## src/hw/delay_pkg.sv

```systemverilog
package delay_pkg;

  // Widths of the write channel fields
  localparam int ADDR_W = 32;
  localparam int DATA_W = 32;
  localparam int ID_W   = 8;
  localparam int STRB_W = 4;

  // Writes allowed past the delayer without a B coming back
  localparam int MAX_OUTSTANDING = 8;
  // Must be wide enough to hold MAX_OUTSTANDING itself
  localparam int OUT_CNT_W = 4;

  // Stall generator width and its feedback mask
  // Taps 16, 14, 13 and 11 give a maximal-length sequence
  localparam int LFSR_W = 16;
  localparam logic [LFSR_W-1:0] LFSR_TAPS = 16'hB400;

  // Fixed hold cycles added per channel on top of the one-cycle stage latency
  localparam int unsigned AW_DELAY = 0;
  localparam int unsigned W_DELAY  = 2;
  localparam int unsigned B_DELAY  = 1;

  // Random stalls on every stage when set
  localparam bit RANDOM_STALL = 1'b1;

  // One seed per channel so the stall patterns do not line up
  // An all-zero seed would lock the LFSR
  localparam logic [LFSR_W-1:0] AW_SEED = 16'hACE1;
  localparam logic [LFSR_W-1:0] W_SEED  = 16'h5EED;
  localparam logic [LFSR_W-1:0] B_SEED  = 16'h1D2B;

  // Channel payloads as carried through the delay stages
  typedef struct packed {
    logic [ID_W-1:0]   id;
    logic [ADDR_W-1:0] addr;
  } aw_t;

  typedef struct packed {
    logic [DATA_W-1:0] data;
    logic [STRB_W-1:0] strb;
    logic              last;
  } w_t;

  typedef struct packed {
    logic [ID_W-1:0] id;
    logic [1:0]      resp;
  } b_t;

endpackage
```

## src/hw/axi_write_delayer.sv

```systemverilog
module axi_write_delayer (
  input  logic                           clk,
  input  logic                           rst_n,
  // Manager side
  input  logic                           slv_aw_valid,
  output logic                           slv_aw_ready,
  input  logic [delay_pkg::ID_W-1:0]     slv_aw_id,
  input  logic [delay_pkg::ADDR_W-1:0]   slv_aw_addr,
  input  logic                           slv_w_valid,
  output logic                           slv_w_ready,
  input  logic [delay_pkg::DATA_W-1:0]   slv_w_data,
  input  logic [delay_pkg::STRB_W-1:0]   slv_w_strb,
  input  logic                           slv_w_last,
  output logic                           slv_b_valid,
  input  logic                           slv_b_ready,
  output logic [delay_pkg::ID_W-1:0]     slv_b_id,
  output logic [1:0]                     slv_b_resp,
  // Subordinate side
  output logic                           mst_aw_valid,
  input  logic                           mst_aw_ready,
  output logic [delay_pkg::ID_W-1:0]     mst_aw_id,
  output logic [delay_pkg::ADDR_W-1:0]   mst_aw_addr,
  output logic                           mst_w_valid,
  input  logic                           mst_w_ready,
  output logic [delay_pkg::DATA_W-1:0]   mst_w_data,
  output logic [delay_pkg::STRB_W-1:0]   mst_w_strb,
  output logic                           mst_w_last,
  input  logic                           mst_b_valid,
  output logic                           mst_b_ready,
  input  logic [delay_pkg::ID_W-1:0]     mst_b_id,
  input  logic [1:0]                     mst_b_resp
);

  delay_pkg::aw_t slv_aw_pkt;
  delay_pkg::aw_t mst_aw_pkt;
  delay_pkg::w_t  slv_w_pkt;
  delay_pkg::w_t  mst_w_pkt;
  delay_pkg::b_t  mst_b_pkt;
  delay_pkg::b_t  slv_b_pkt;
  logic           aw_dly_valid;
  logic           aw_dly_ready;

  // Fields go in as structs and come out loose again
  assign slv_aw_pkt = '{id: slv_aw_id, addr: slv_aw_addr};
  assign slv_w_pkt  = '{data: slv_w_data, strb: slv_w_strb, last: slv_w_last};
  assign mst_b_pkt  = '{id: mst_b_id, resp: mst_b_resp};

  assign mst_aw_id   = mst_aw_pkt.id;
  assign mst_aw_addr = mst_aw_pkt.addr;
  assign mst_w_data  = mst_w_pkt.data;
  assign mst_w_strb  = mst_w_pkt.strb;
  assign mst_w_last  = mst_w_pkt.last;
  assign slv_b_id    = slv_b_pkt.id;
  assign slv_b_resp  = slv_b_pkt.resp;

  // The AW stage feeds the limiter that sits in front of the subordinate
  channel_delay #(
    .payload_t (delay_pkg::aw_t),
    .DELAY     (delay_pkg::AW_DELAY),
    .STALL     (delay_pkg::RANDOM_STALL),
    .SEED      (delay_pkg::AW_SEED)
  ) u_aw_delay (
    .clk       (clk),
    .rst_n     (rst_n),
    .in_valid  (slv_aw_valid),
    .in_ready  (slv_aw_ready),
    .in_data   (slv_aw_pkt),
    .out_valid (aw_dly_valid),
    .out_ready (aw_dly_ready),
    .out_data  (mst_aw_pkt)
  );

  // The count drops when the manager takes a B, not when the subordinate sends it
  outstanding_limiter u_limiter (
    .clk         (clk),
    .rst_n       (rst_n),
    .aw_valid    (aw_dly_valid),
    .aw_ready    (aw_dly_ready),
    .gated_valid (mst_aw_valid),
    .gated_ready (mst_aw_ready),
    .b_done      (slv_b_valid && slv_b_ready)
  );

  channel_delay #(
    .payload_t (delay_pkg::w_t),
    .DELAY     (delay_pkg::W_DELAY),
    .STALL     (delay_pkg::RANDOM_STALL),
    .SEED      (delay_pkg::W_SEED)
  ) u_w_delay (
    .clk       (clk),
    .rst_n     (rst_n),
    .in_valid  (slv_w_valid),
    .in_ready  (slv_w_ready),
    .in_data   (slv_w_pkt),
    .out_valid (mst_w_valid),
    .out_ready (mst_w_ready),
    .out_data  (mst_w_pkt)
  );

  // B flows the other way from the subordinate back to the manager
  channel_delay #(
    .payload_t (delay_pkg::b_t),
    .DELAY     (delay_pkg::B_DELAY),
    .STALL     (delay_pkg::RANDOM_STALL),
    .SEED      (delay_pkg::B_SEED)
  ) u_b_delay (
    .clk       (clk),
    .rst_n     (rst_n),
    .in_valid  (mst_b_valid),
    .in_ready  (mst_b_ready),
    .in_data   (mst_b_pkt),
    .out_valid (slv_b_valid),
    .out_ready (slv_b_ready),
    .out_data  (slv_b_pkt)
  );

endmodule

```

## src/hw/outstanding_limiter.sv

```systemverilog
module outstanding_limiter (
  input  logic clk,
  input  logic rst_n,
  input  logic aw_valid,
  output logic aw_ready,
  output logic gated_valid,
  input  logic gated_ready,
  input  logic b_done
);

  localparam logic [delay_pkg::OUT_CNT_W-1:0] LIMIT =
    delay_pkg::OUT_CNT_W'(delay_pkg::MAX_OUTSTANDING);

  logic [delay_pkg::OUT_CNT_W-1:0] cnt;
  logic                            at_limit;
  logic                            inc;

  assign at_limit = (cnt == LIMIT);

  // The gating is pure logic so the AW path gets no extra cycle
  // The count only grows on a transfer, which means a waiting beat never sees valid fall
  assign gated_valid = aw_valid && !at_limit;
  assign aw_ready    = gated_ready && !at_limit;
  assign inc         = gated_valid && gated_ready;

  // The count goes up on a downstream AW and down on a B handed back upstream
  // Both in one cycle leave the count where it is
  always_ff @(posedge clk or negedge rst_n) begin
    if (!rst_n) begin
      cnt <= '0;
    end else begin
      if (inc && !b_done) begin
        cnt <= cnt + 1'b1;
      end else if (b_done && !inc && (cnt != '0)) begin
        cnt <= cnt - 1'b1;
      end
    end
  end

  assert property (@(posedge clk) disable iff (!rst_n)
    cnt <= LIMIT)
    else $error("outstanding count above the limit");

  // A B can only come back for a write that already went downstream
  assert property (@(posedge clk) disable iff (!rst_n)
    b_done |-> (cnt != '0))
    else $error("B response with no write outstanding");

endmodule

```

## src/hw/channel_delay.sv

```systemverilog
module channel_delay #(
  parameter type payload_t = logic,
  parameter int unsigned DELAY = 0,
  parameter bit STALL = 1'b0,
  parameter logic [delay_pkg::LFSR_W-1:0] SEED = {{(delay_pkg::LFSR_W-1){1'b0}}, 1'b1}
) (
  input  logic     clk,
  input  logic     rst_n,
  input  logic     in_valid,
  output logic     in_ready,
  input  payload_t in_data,
  output logic     out_valid,
  input  logic     out_ready,
  output payload_t out_data
);

  // Age counters need at least one bit even when no hold time is asked for
  localparam int AGE_W = (DELAY > 0) ? $clog2(DELAY + 1) : 1;
  localparam logic [AGE_W-1:0] AGE_MAX = AGE_W'(DELAY);

  payload_t         mem [2];
  logic [AGE_W-1:0] age [2];
  logic [1:0]       vld;
  logic             wr_ptr;
  logic             rd_ptr;
  logic             presented;
  logic             stall;
  logic             head_ready;
  logic             push;
  logic             pop;

  stall_lfsr #(
    .SEED   (SEED),
    .ENABLE (STALL)
  ) u_stall (
    .clk   (clk),
    .rst_n (rst_n),
    .stall (stall)
  );

  // Upstream only waits when both entries hold a beat
  assign in_ready = !(&vld);
  assign push     = in_valid && in_ready;

  // The head may leave once it has sat for DELAY cycles
  assign head_ready = vld[rd_ptr] && (age[rd_ptr] == AGE_MAX);

  // A stall only keeps a beat back before it is shown
  // Once valid is up it stays up until the transfer, as AXI requires
  assign out_valid = head_ready && (!stall || presented);
  assign out_data  = mem[rd_ptr];
  assign pop       = out_valid && out_ready;

  // Payload storage is written only into a free entry
  always_ff @(posedge clk) begin
    if (push) begin
      mem[wr_ptr] <= in_data;
    end
  end

  always_ff @(posedge clk or negedge rst_n) begin
    if (!rst_n) begin
      vld       <= '0;
      wr_ptr    <= 1'b0;
      rd_ptr    <= 1'b0;
      presented <= 1'b0;
      age[0]    <= '0;
      age[1]    <= '0;
    end else begin
      for (int i = 0; i < 2; i++) begin
        // Each entry ages on its own, so a beat queued behind the head
        // also serves its hold time while it waits
        if (push && (wr_ptr == 1'(i))) begin
          vld[i] <= 1'b1;
          age[i] <= '0;
        end else begin
          if (pop && (rd_ptr == 1'(i))) begin
            vld[i] <= 1'b0;
          end
          if (vld[i] && (age[i] != AGE_MAX)) begin
            age[i] <= age[i] + 1'b1;
          end
        end
      end
      if (push) begin
        wr_ptr <= !wr_ptr;
      end
      if (pop) begin
        rd_ptr <= !rd_ptr;
      end
      // Remember that the head is on the bus so a later stall cannot pull it back
      presented <= out_valid && !out_ready;
    end
  end

  // A waiting beat holds both its valid and its payload
  assert property (@(posedge clk) disable iff (!rst_n)
    out_valid && !out_ready |=> out_valid && $stable(out_data))
    else $error("channel_delay output changed while stalled");

  // Pointer and flags must agree, so a write never lands on a live entry
  assert property (@(posedge clk) disable iff (!rst_n)
    push |-> !vld[wr_ptr])
    else $error("channel_delay write into a full entry");

endmodule

```

## src/hw/stall_lfsr.sv

```systemverilog
module stall_lfsr #(
  parameter logic [delay_pkg::LFSR_W-1:0] SEED = {{(delay_pkg::LFSR_W-1){1'b0}}, 1'b1},
  parameter bit ENABLE = 1'b1
) (
  input  logic clk,
  input  logic rst_n,
  output logic stall
);

  logic [delay_pkg::LFSR_W-1:0] lfsr;
  logic [delay_pkg::LFSR_W-1:0] lfsr_next;

  // Galois form that shifts right
  // The bit that falls out of the bottom folds back in through the tap mask
  always_comb begin
    lfsr_next = {1'b0, lfsr[delay_pkg::LFSR_W-1:1]};
    if (lfsr[0]) begin
      lfsr_next = lfsr_next ^ delay_pkg::LFSR_TAPS;
    end
  end

  // Runs freely from the seed, with no enable, so every stage sees its own sequence
  always_ff @(posedge clk or negedge rst_n) begin
    if (!rst_n) begin
      lfsr <= SEED;
    end else begin
      lfsr <= lfsr_next;
    end
  end

  // Two low bits both set happens on roughly one cycle in four
  // With ENABLE cleared the stage never stalls
  assign stall = ENABLE && (lfsr[1:0] == 2'b11);

endmodule

```

## config.mk

```make
export PLATFORM = sky130hd
export DESIGN_NAME = axi_write_delayer
export DESIGN_NICKNAME = d
export VERILOG_FILES = /design/src/hw/delay_pkg.sv /design/src/hw/axi_write_delayer.sv /design/src/hw/outstanding_limiter.sv /design/src/hw/channel_delay.sv /design/src/hw/stall_lfsr.sv
export SDC_FILE = /design/constraint.sdc
export NUM_CORES = 1
export LEC_CHECK = 0
export BUFFER_PORTS_ARGS = -buffer_cell sky130_fd_sc_hd__buf_2
export CAP_MARGIN = 10
export CORE_UTILIZATION = 25
export DETAILED_ROUTE_END_ITERATION = 7
export GPL_ROUTABILITY_DRIVEN = 0
export PLACE_DENSITY = 0.46
export REMOVE_ABC_BUFFERS = 1
export SLEW_MARGIN = 30
export SYNTH_ARGS = -nofsm -noshare
export SYNTH_HDL_FRONTEND = slang
export SYNTH_SLANG_ARGS = --single-unit
```

## constraint.sdc

```tcl
create_clock -name clk -period 5.4 [get_ports clk]
set_input_delay 0.81 -clock clk [delete_from_list [all_inputs] [get_ports clk]]
set_output_delay 0.81 -clock clk [all_outputs]
set_load 0.005 [all_outputs]
```

# Word-level counts from Yosys, hierarchy flattened

Memory sizes are Yosys's and may differ from the RTL's.
Cells that the tools add are included.

Flip-flop bits (word level): 75
Bits in latches: 0
Bits in writable memories: 174
Bits in read-only memories: 0
Input port bits: 95
Output and inout bits: 93
Word-level logic and storage cells: 191
Memories kept: 3

Add/sub/neg operators: 8
Multiply operators: 0
Div/mod/pow operators: 0
Magnitude comparators: 6
Equality and inequality tests: 7
Shift-type cells: 0
Mux-type cells: 50
Bitwise operators: 15
Reduce and logical (&&, ||, !) cells: 77

Memories:

| memory         | words | bits a word | read ports | clocked after memory_dff | write ports | line                | text |
|---|---|---|---|---|---|---|---|
| u_aw_delay.mem | 2     | 40          | 1          | 0                        | 1           | channel_delay.sv:21 | `payload_t mem [2];` |
| u_w_delay.mem  | 2     | 37          | 1          | 0                        | 1           | channel_delay.sv:21 |  |
| u_b_delay.mem  | 2     | 10          | 1          | 0                        | 1           | channel_delay.sv:21 |  |

Operators with widths:

| kind                                                                 | count |
|---|---|
| 16-bit 2-to-1 mux                                                    | 3 |
| 1-bit logical AND                                                    | 39 |
| 1-bit 2-to-1 mux                                                     | 38 |
| 2-bit nonzero test                                                   | 13 |
| 1-bit zero test                                                      | 18 |
| 2-bit 2-to-1 mux                                                     | 7 |
| 3-bit NOT with 4-bit output                                          | 3 |
| 1-bit NOT                                                            | 9 |
| 2-bit == test, second input constant                                 | 4 |
| 4-bit 2-to-1 mux                                                     | 2 |
| 2-bit greater-or-equal comparator, second input constant             | 3 |
| 1-bit by 2-bit < comparator with 1-bit output, second input constant | 3 |
| 1-bit NOT with 2-bit output                                          | 3 |
| 2-bit AND reduction                                                  | 3 |
| 1-bit adder, second input constant                                   | 4 |
| 2-bit by 1-bit adder with 2-bit output, second input constant        | 2 |
| 4-bit by 1-bit adder with 4-bit output, second input constant        | 1 |
| 4-bit == test, second input constant                                 | 1 |
| 2-bit inequality test, second input constant                         | 2 |
| 4-bit nonzero test                                                   | 1 |
| 4-bit by 1-bit subtractor with 4-bit output, second input constant   | 1 |
| 1-bit logical OR                                                     | 3 |

# Logic depth before layout (Yosys ltp)

Gate-level depths: netlist (run 1).

Word-level depth: 14
Mapped depth: 10
Gate-level depth less buffers: 9

# Hierarchy

From an unflattened synthesis (run 1), not the netlist that was laid out.

Cell total of the unflattened synthesis: 480
Area, all modules: 9075.0 um^2

By module, submodules not included:

| module                               | times used | cells an instance | area each (um^2) | sequential area each (um^2) |
|---|---|---|---|---|
| channel_delay at u_aw_delay          | 1          | 156               | 3216.8           | 2577.5 |
| channel_delay at u_w_delay           | 1          | 157               | 3105.5           | 2447.3 |
| channel_delay at u_b_delay           | 1          | 63                | 1047.3           | 775.7 |
| stall_lfsr at u_aw_delay.u_stall ... | 2          | 20                | 444.2            | 410.4 |
| stall_lfsr at u_w_delay.u_stall      | 1          | 20                | 447.9            | 414.1 |
| outstanding_limiter                  | 1          | 43                | 362.8            | 100.1 |
| axi_write_delayer                    | 1          | 1                 | 6.3              | 0.0 |

# Worst setup path after synthesis (run 1)

OpenSTA, ideal clock, no wires.

Kind: in2reg
Start point: input port slv_aw_valid
End point: memory u_aw_delay.mem[0][0] (netlist bit), enable pin
Setup time: 0.440 ns
Arrival time: 2.630 ns
Required time: 4.960 ns
Path slack: 2.330 ns
Stages on the path: 2
Path buffers: 0
Path through: nand2_1 nor2_1

Word-level cells in the longest chain between the ends: 3

RTL lines:

| item                                   | line                   | text |
|---|---|---|
| start, declared                        | axi_write_delayer.sv:5 | `input logic slv_aw_valid,` |
| 1-bit logical AND                      | channel_delay.sv:43    | `assign push = in_valid && in_ready;` |
| 1-bit 2-to-1 mux                       | channel_delay.sv:56    | `if (push) begin` |
| 1-bit 2-to-1 mux (not written as such) | channel_delay.sv:57    | `mem[wr_ptr] <= in_data;` |
| end, declared                          | channel_delay.sv:21    |  |

No other way between the ends.

# Final worst setup path (run 1)

Start point: register u_aw_delay.rd_ptr
End point: output port mst_aw_addr[26] (netlist bit)

Word-level cells in the longest chain between the ends: 1

RTL lines:

| item                   | line                    | text |
|---|---|---|
| start, declared        | channel_delay.sv:25     | `logic rd_ptr;` |
| start signal, assigned | channel_delay.sv:89     | `rd_ptr <= !rd_ptr;` |
| memory read 2 x 40 bit | --                      |  |
| end, declared          | axi_write_delayer.sv:22 | `output logic [delay_pkg::ADDR_W-1:0] mst_aw_addr,` |

No other way between the ends.

==> flow_metrics.tcl, run 1 <==
set metrics [dict create \
    status "finished, final reports clean" \
    syn_area_per_cell_sq_um 19.7 \
    maxCapViolCount 0 \
    overflow 0 \
    num-fill-cells 3420 \
    syn_to_final_growth_pct 28.3 \
    fin_crit_sh_pct 55.5 \
    dieHeight_microns 190 \
    tightest_slew_ns 0.681 \
    cts_hold_buf 0 \
    finalPower_mw 6.01 \
    holdWs_ns 0.254 \
    clock_latency_ns 0.56 \
    dr.pass1.iters 4 \
    drive_above_1_share_pct 53.4 \
    cp_max_fo 26 \
    die_x_microns 190 \
    cts_tree "built" \
    die_area_sq_um 36100 \
    critPathCaptureType "primary output" \
    layout.nets 763 \
    netlist_instances 450 \
    ys_top_cells_by_count "174 x edfxtp_1, 87 x mux2_2, 48 x dfrtp_1" \
    grt_usage_pct 9.56 \
    wirelength_microns 17400 \
    slowest_stage "dfrtp_2" \
    cts.sinks 249 \
    grt_pass1_wl_microns 26500 \
    clockRootBuffer "clkbuf_16" \
    antenna_found_initial 2 \
    synth_top_area_share_pct 59.1 \
    coreArea_sq_um 34700 \
    drv_slew 0 \
    period_needed_ns 3.00 \
    syn-cell-area_sq_um 8850 \
    grt_max_degree 76 \
    wire_per_inst_microns 15.2 \
    critical_path_buf_inv_count 2 \
    fin_tns_setup_ns 0 \
    hpwlAfterDp_microns 11000 \
    clk_pin_slew_ns 0.06 \
    initial_core_util_pct 25.5 \
    synth_top_area_cell "edfxtp_1" \
    post_cts_buffers 0 \
    via_per_inst 3.93 \
    io_buffers 187 \
    startpoint_type "register" \
    synth_edf_count 174 \
    synthArstFlopShare_pct 30.1 \
    synth_flop_cell "edfxtp_1" \
    rsz0062_at_grt "false" \
    num_vias 4496 \
    drcViolationCount 0 \
    slowest_delay_ns 0.66 \
    yosysMostFrequentCell "edfxtp_1" \
    ys_types 34 \
    leakagePower_nw 4.44 \
    pin_count 188 \
    cts_max_level 1 \
    fmax_ghz 0.334 \
    max_slew_margin_pct 54.6 \
    path_cells "buf_4, mux2_2, buf_2" \
    postRouteAntennaNets 0 \
    crit_required_ns 4.59 \
    worstSetupPathType "register to primary output" \
    cts_resized 0 \
    worstHoldPathType "input pin to asynchronous set/reset pin" \
    vdd_drop_max_mv 0.271 \
    cts_buffer_depth 3 \
    p_per_area_nw_per_um2 530 \
    grt_pass1_vias 4672 \
    yosysWarnings 0 \
    synthTopCellsByArea "edfxtp_1 59%, dfrtp_1 14%, mux2_2 11%, dfstp_2 8.0%, xor2_1 1.2%" \
    row_count 68 \
    critPathArrivalTime_ns 2.19 \
    numCtsBuffers 29 \
    hold_viol 0 \
    synth_seq_cells 249 \
    crit_family "flip-flops" \
    setup_viol 0 \
    seq_area_frac_synth_pct 80.7 \
    fin_skew_ns 0.0255 \
    drt_iter0_markers 189 \
]
## cells in the final DEF, fill, tap and decap left out, types with 2 or more instances in the layout
cell type and count:
o21ai_0 2, clkbuf_16 32, clkbuf_8 4, dfstp_2 27, dfrtp_1 47, a21o_1 7, nand4_1 2, and3_1 2
nor3b_1 3, mux2_2 87, clkinv_4 2, nor2_1 13, buf_4 5, o21ai_1 2, xnor2_1 6, nor2_4 2
diode_2 2, nand2_1 14, a211oi_1 2, and3b_1 2, inv_6 2, nand3_1 3, xor2_1 12, buf_2 186
clkbuf_1 2, inv_1 4, ha_1 4, edfxtp_1 174, or3_1 2, nor3_1 2, clkinv_2 8, nor2b_1 4
mux2_1 2, a21oi_1 3
## area by class of cell
| cell class | count | area [sq um] | share of cell area (%) |
|---|---|---|---|
| Clock buffer | 39 | 871 | 7.67 |
| Tap cell | 455 | 569 | 5.02 |
| Timing Repair Buffer | 192 | 980 | 8.63 |
| Antenna cell | 2 | 5.00 | 0.0441 |
| Inverter | 4 | 15.0 | 0.132 |
| Sequential cell | 249 | 7140 | 62.9 |
| Clock inverter | 15 | 92.6 | 0.816 |
| Multi-Input combinational cell | 187 | 1680 | 14.8 |
## metrics by stage
stage,setup WS [ns],area [sq um],utilization (%),instances
floorplan,2.30,8810,-,440
global placement,2.54,10400,29.9,1087
detailed placement,2.47,10400,29.9,1087
CTS,2.29,11300,32.7,1141
global route,2.24,11300,32.7,1141
finish,2.40,11300,32.7,1143
## cells by family after synthesis
| group | synth area share (%) |
|---|---|
| flops | 80.7 |
| fa+ha+maj | 0.792 |
| compound gates | 1.75 |
| simple gates | 3.06 |
| buf+inv | 0.622 |
| mux | 11.3 |
| xor+xnor | 1.78 |
## state kept, by name, summed over array words and instances, names as in the netlist, 4 cells and up
name / flops
u_b_delay.mem: 20
u_aw_delay.u_stall.lfsr: 16
u_w_delay.u_stall.lfsr: 16
u_w_delay.mem: 74
u_limiter.cnt: 4
u_aw_delay.mem: 80
u_b_delay.u_stall.lfsr: 16
u_w_delay.age: 4
## metal layers
metal | track usage [%] | wire length [microns]
met4 | 4.34 | 489
met1 | 11.8 | 7430
met3 | 2.40 | 1160
met5 | 0 | 0
met2 | 15.7 | 8310
## final timing paths
kind,slack [ns],cells past startpoint,from,endpoint
setup / recovery,2.40,3,u_aw_delay.rd_ptr$_DFFE_PN0P_,mst_aw_addr[26]
hold / removal,0.25,1,rst_n,u_w_delay.u_stall.lfsr[15]$_DFF_PN0_
setup reg to reg,2.50,9,u_b_delay.rd_ptr$_DFFE_PN0N_,u_limiter.cnt[3]$_DFFE_PN0P_
hold reg to reg,0.34,0,u_b_delay.u_stall.lfsr[9]$_DFF_PN0_,u_b_delay.u_stall.lfsr[8]$_DFF_PN1_
max in group asynchronous,4.60,1,rst_n,u_aw_delay.rd_ptr$_DFFE_PN0P_
min in group clk,0.34,0,u_b_delay.u_stall.lfsr[9]$_DFF_PN0_,u_b_delay.u_stall.lfsr[8]$_DFF_PN1_
## where the power goes
group / internal [mW] / total, mW / switching [mW]
Combinational: 0.716 / 1.46 / 0.747
Clock: 1.13 / 1.91 / 0.774
Sequential: 2.47 / 2.64 / 0.169
Total: 4.32 / 6.01 / 1.69
No activity file was read; power rests on OpenSTA's default activity.
==> inputs of run 2 (changes only) <==
- ABC_AREA: not set -> 1
- PLACE_DENSITY: 0.46 -> 0.47
- clock period: 5.4 -> 2.7 ns (I/O delays scaled with it)
==> run 2 against run 1 <==
  * Setup slack lost 2.0 ns
  * Flip-flop and latch count is the same
  * Area after synthesis grew 2.1%
  * Clock skew shrank 0.014 ns
  * Sequential power grew 96%
==> flow_metrics.tcl, run 2 <==
set metrics [dict create \
    synth_seq_cells 249 \
    wirelength_microns 18900 \
    tightest_slew_ns 0.797 \
    setup_viol 0 \
    finalPower_mw 12.2 \
    slowest_stage "dfrtp_2" \
    period_needed_ns 2.28 \
    layout.nets 992 \
    synthArstFlopShare_pct 30.1 \
    final_cell_mix "298 x nand2_1, 187 x buf_2, 174 x edfxtp_1" \
    synth_top_area_share_pct 57.9 \
    diodes 0 \
    r2r_start "u_b_delay.rd_ptr$_DFFE_PN0N_" \
    seq_area_frac_synth_pct 79.0 \
    grt_pass1_vias 5232 \
    syn-cell-area_sq_um 9030 \
    largest_reg_flops 80 \
    hold_viol 0 \
    die_x_microns 192 \
    critPathCaptureType "primary output" \
    yosysMostFrequentCell "nand2_1" \
    crit_start "u_aw_delay.rd_ptr$_DFFE_PN0P_" \
    drive_above_1_share_pct 31.7 \
    io_buffers 187 \
    grt_usage_pct 10.0 \
    cts.sinks 249 \
    hold_path_startpoint "mst_w_ready" \
    worstSetupPathType "register to primary output" \
    yosysWarnings 0 \
    status "finished, final reports clean" \
    worstHoldPathType "input pin to register" \
    netlist_instances 677 \
    cts_max_level 1 \
    critical_path_buf_inv_count 3 \
    critPathArrivalTime_ns 1.88 \
    vdd_drop_max_mv 0.480 \
    cts_buffer_depth 3 \
    largest_register "u_aw_delay.mem" \
    synth_top_area_cell "edfxtp_1" \
    dp.cells 1321 \
    rsz0062_at_grt "false" \
    drcViolationCount 0 \
    startpoint_type "register" \
    dieHeight_microns 192 \
    crit_family "buffers and inverters" \
    grt_pass1_wl_microns 28400 \
    overflow 0 \
    pin_count 188 \
    syn_to_final_growth_pct 27.5 \
    fin_skew_ns 0.0114 \
    final_area_sq_um 11500 \
    clk_pin_slew_ns 0.06 \
    cp_common_cell "nand2_1" \
    synth_edf_count 174 \
    clock_latency_ns 0.53 \
    slowest_delay_ns 0.46 \
    row_count 69 \
    initial_core_util_pct 25.4 \
    hpwlAfterDp_microns 12000 \
    ys_types 29 \
    finalCoreUtilization_pct 32.4 \
    cts_tree "built" \
    dr.pass1.iters 4 \
    layout.cells.most_common "nand2_1" \
    max_slew_margin_pct 46.9 \
    cts_resized 0 \
    post-place-ws_ns 0.625 \
    die_area_sq_um 36900 \
    drt_iter0_markers 203 \
    synth_flop_cell "edfxtp_1" \
    antenna_found_initial 0 \
    coreArea_sq_um 35600 \
    crit_required_ns 2.30 \
    drv_slew 0 \
    grt_max_degree 42 \
    fin_ws_ns 0.415 \
    num_vias 5324 \
    clockRootBuffer "clkbuf_16" \
    wire_per_inst_microns 13.7 \
    maxCapViolCount 0 \
    leakagePower_nw 5.06 \
    postRouteAntennaNets 0 \
    path_cells "inv_6, buf_4, nand2_1, nand2_1, buf_2" \
    cp_max_fo 41 \
    via_per_inst 3.87 \
    syn_area_per_cell_sq_um 13.3 \
    numCtsBuffers 29 \
    p_per_area_nw_per_um2 1060 \
    fmax_ghz 0.438 \
    ys_top_cells_by_count "298 x nand2_1, 174 x edfxtp_1, 48 x dfrtp_1" \
    fin_crit_sh_pct 84.6 \
    reg_top3 "u_aw_delay.mem x80, u_w_delay.mem x74, u_b_delay.mem x20" \
    fin_cells 1374 \
    synthTopCellsByArea "edfxtp_1 58%, dfrtp_1 13%, nand2_1 12%, dfstp_2 7.9%, xor2_1 1.4%" \
    dpl_cell_area_sq_um 10600 \
]
-- run 2: cell count changes after synthesis, moves of 6 or more --
cell      before  now
xnor2_1        6    0
inv_1          4   29
o21ai_0        2    8
buf_1          8    0
a21o_1         7    0
clkbuf_1       0   14
nand2_1       14  298
mux2_2        87    0
-- run 2: report_power, final --
group	switching (mW)	internal (mW)	leakage, nW
Combinational	2.17	1.25	2.14
Sequential	0.258	4.91	2.49
Clock	1.46	2.18	0.430
-- run 2: worst reg2reg max path, cell delays in order (launching register included) --
cell and delay [ns]:
dfrtp_1 0.41, inv_2 0.20, nand3_1 0.12, nand2_2 0.10, nand3_4 0.11, nand2_4 0.13
ha_1 0.27, nand2_1 0.08, nand2_1 0.04, a31oi_1 0.18, inv_1 0.07, nand2_2 0.07
nand2_1 0.05, nand2_1 0.05, nand2_1 0.04
-- run 2: through the flow --
| stage | TNS, ns | hold WS (ns) |
|---|---|---|
| floorplan | -7.48 | 0.109 |
| global placement | 0 | 0.335 |
| detailed placement | 0 | 0.335 |
| CTS | 0 | 0.00413 |
| global route | 0 | 0.00531 |
| finish | 0 | 0.0434 |
-- run 2: what timing repair did --
item | in CTS | in global routing
hold buffers | 1 | 0
endpoints found under the hold margin | 18 | 0
setup buffers | 0 | 0
-- run 2: final timing paths --
path	endpoint	slack [ns]	depth (start not counted)
max reg2reg	u_limiter.cnt[3]$_DFFE_PN0P_	0.66	14
min reg2reg	u_aw_delay.u_stall.lfsr[2]$_DFF_PN0_	0.35	0
min	u_w_delay.presented$_DFF_PN0_	0.04	2
min in group asynchronous	u_w_delay.u_stall.lfsr[15]$_DFF_PN0_	0.51	2
max in group asynchronous	u_w_delay.u_stall.lfsr[0]$_DFF_PN1_	1.47	3
max	mst_aw_addr[21]	0.42	5
-- run 2: cells by family (layout without fill, tap and decap cells) --
group                    Yosys count  count (layout)  synth area share (%)
AO/OA/AOI/OAI                     16              16                 0.914
flip-flops                       249             249                  79.0
XOR/XNOR                          14              14                  1.36
buffers and inverters             51             287                  2.31
adder cells (fa/ha/maj)            5               5                 0.776
AND/OR/NAND/NOR                  342             342                  15.6
-- run 2: layout make-up --
cell class,instances,area (sq um)
clock inverter,13,115
tap,461,577
clock buffer,39,773
fill,3600,24100
inverter,32,125
sequential,249,7140
multi-input combinational,377,1700
timing repair buffer,203,1080
-- run 2: routing by layer --
layer / vias to the layer above / share of wire (%) / GRT usage (%)
met5: - / 0 / 0
met3: 32 / 6.0 / 2.52
li1: 2671 / - / -
met2: 123 / 48 / 16.4
met4: 0 / 2.1 / 3.33
met1: 2498 / 44 / 12.9
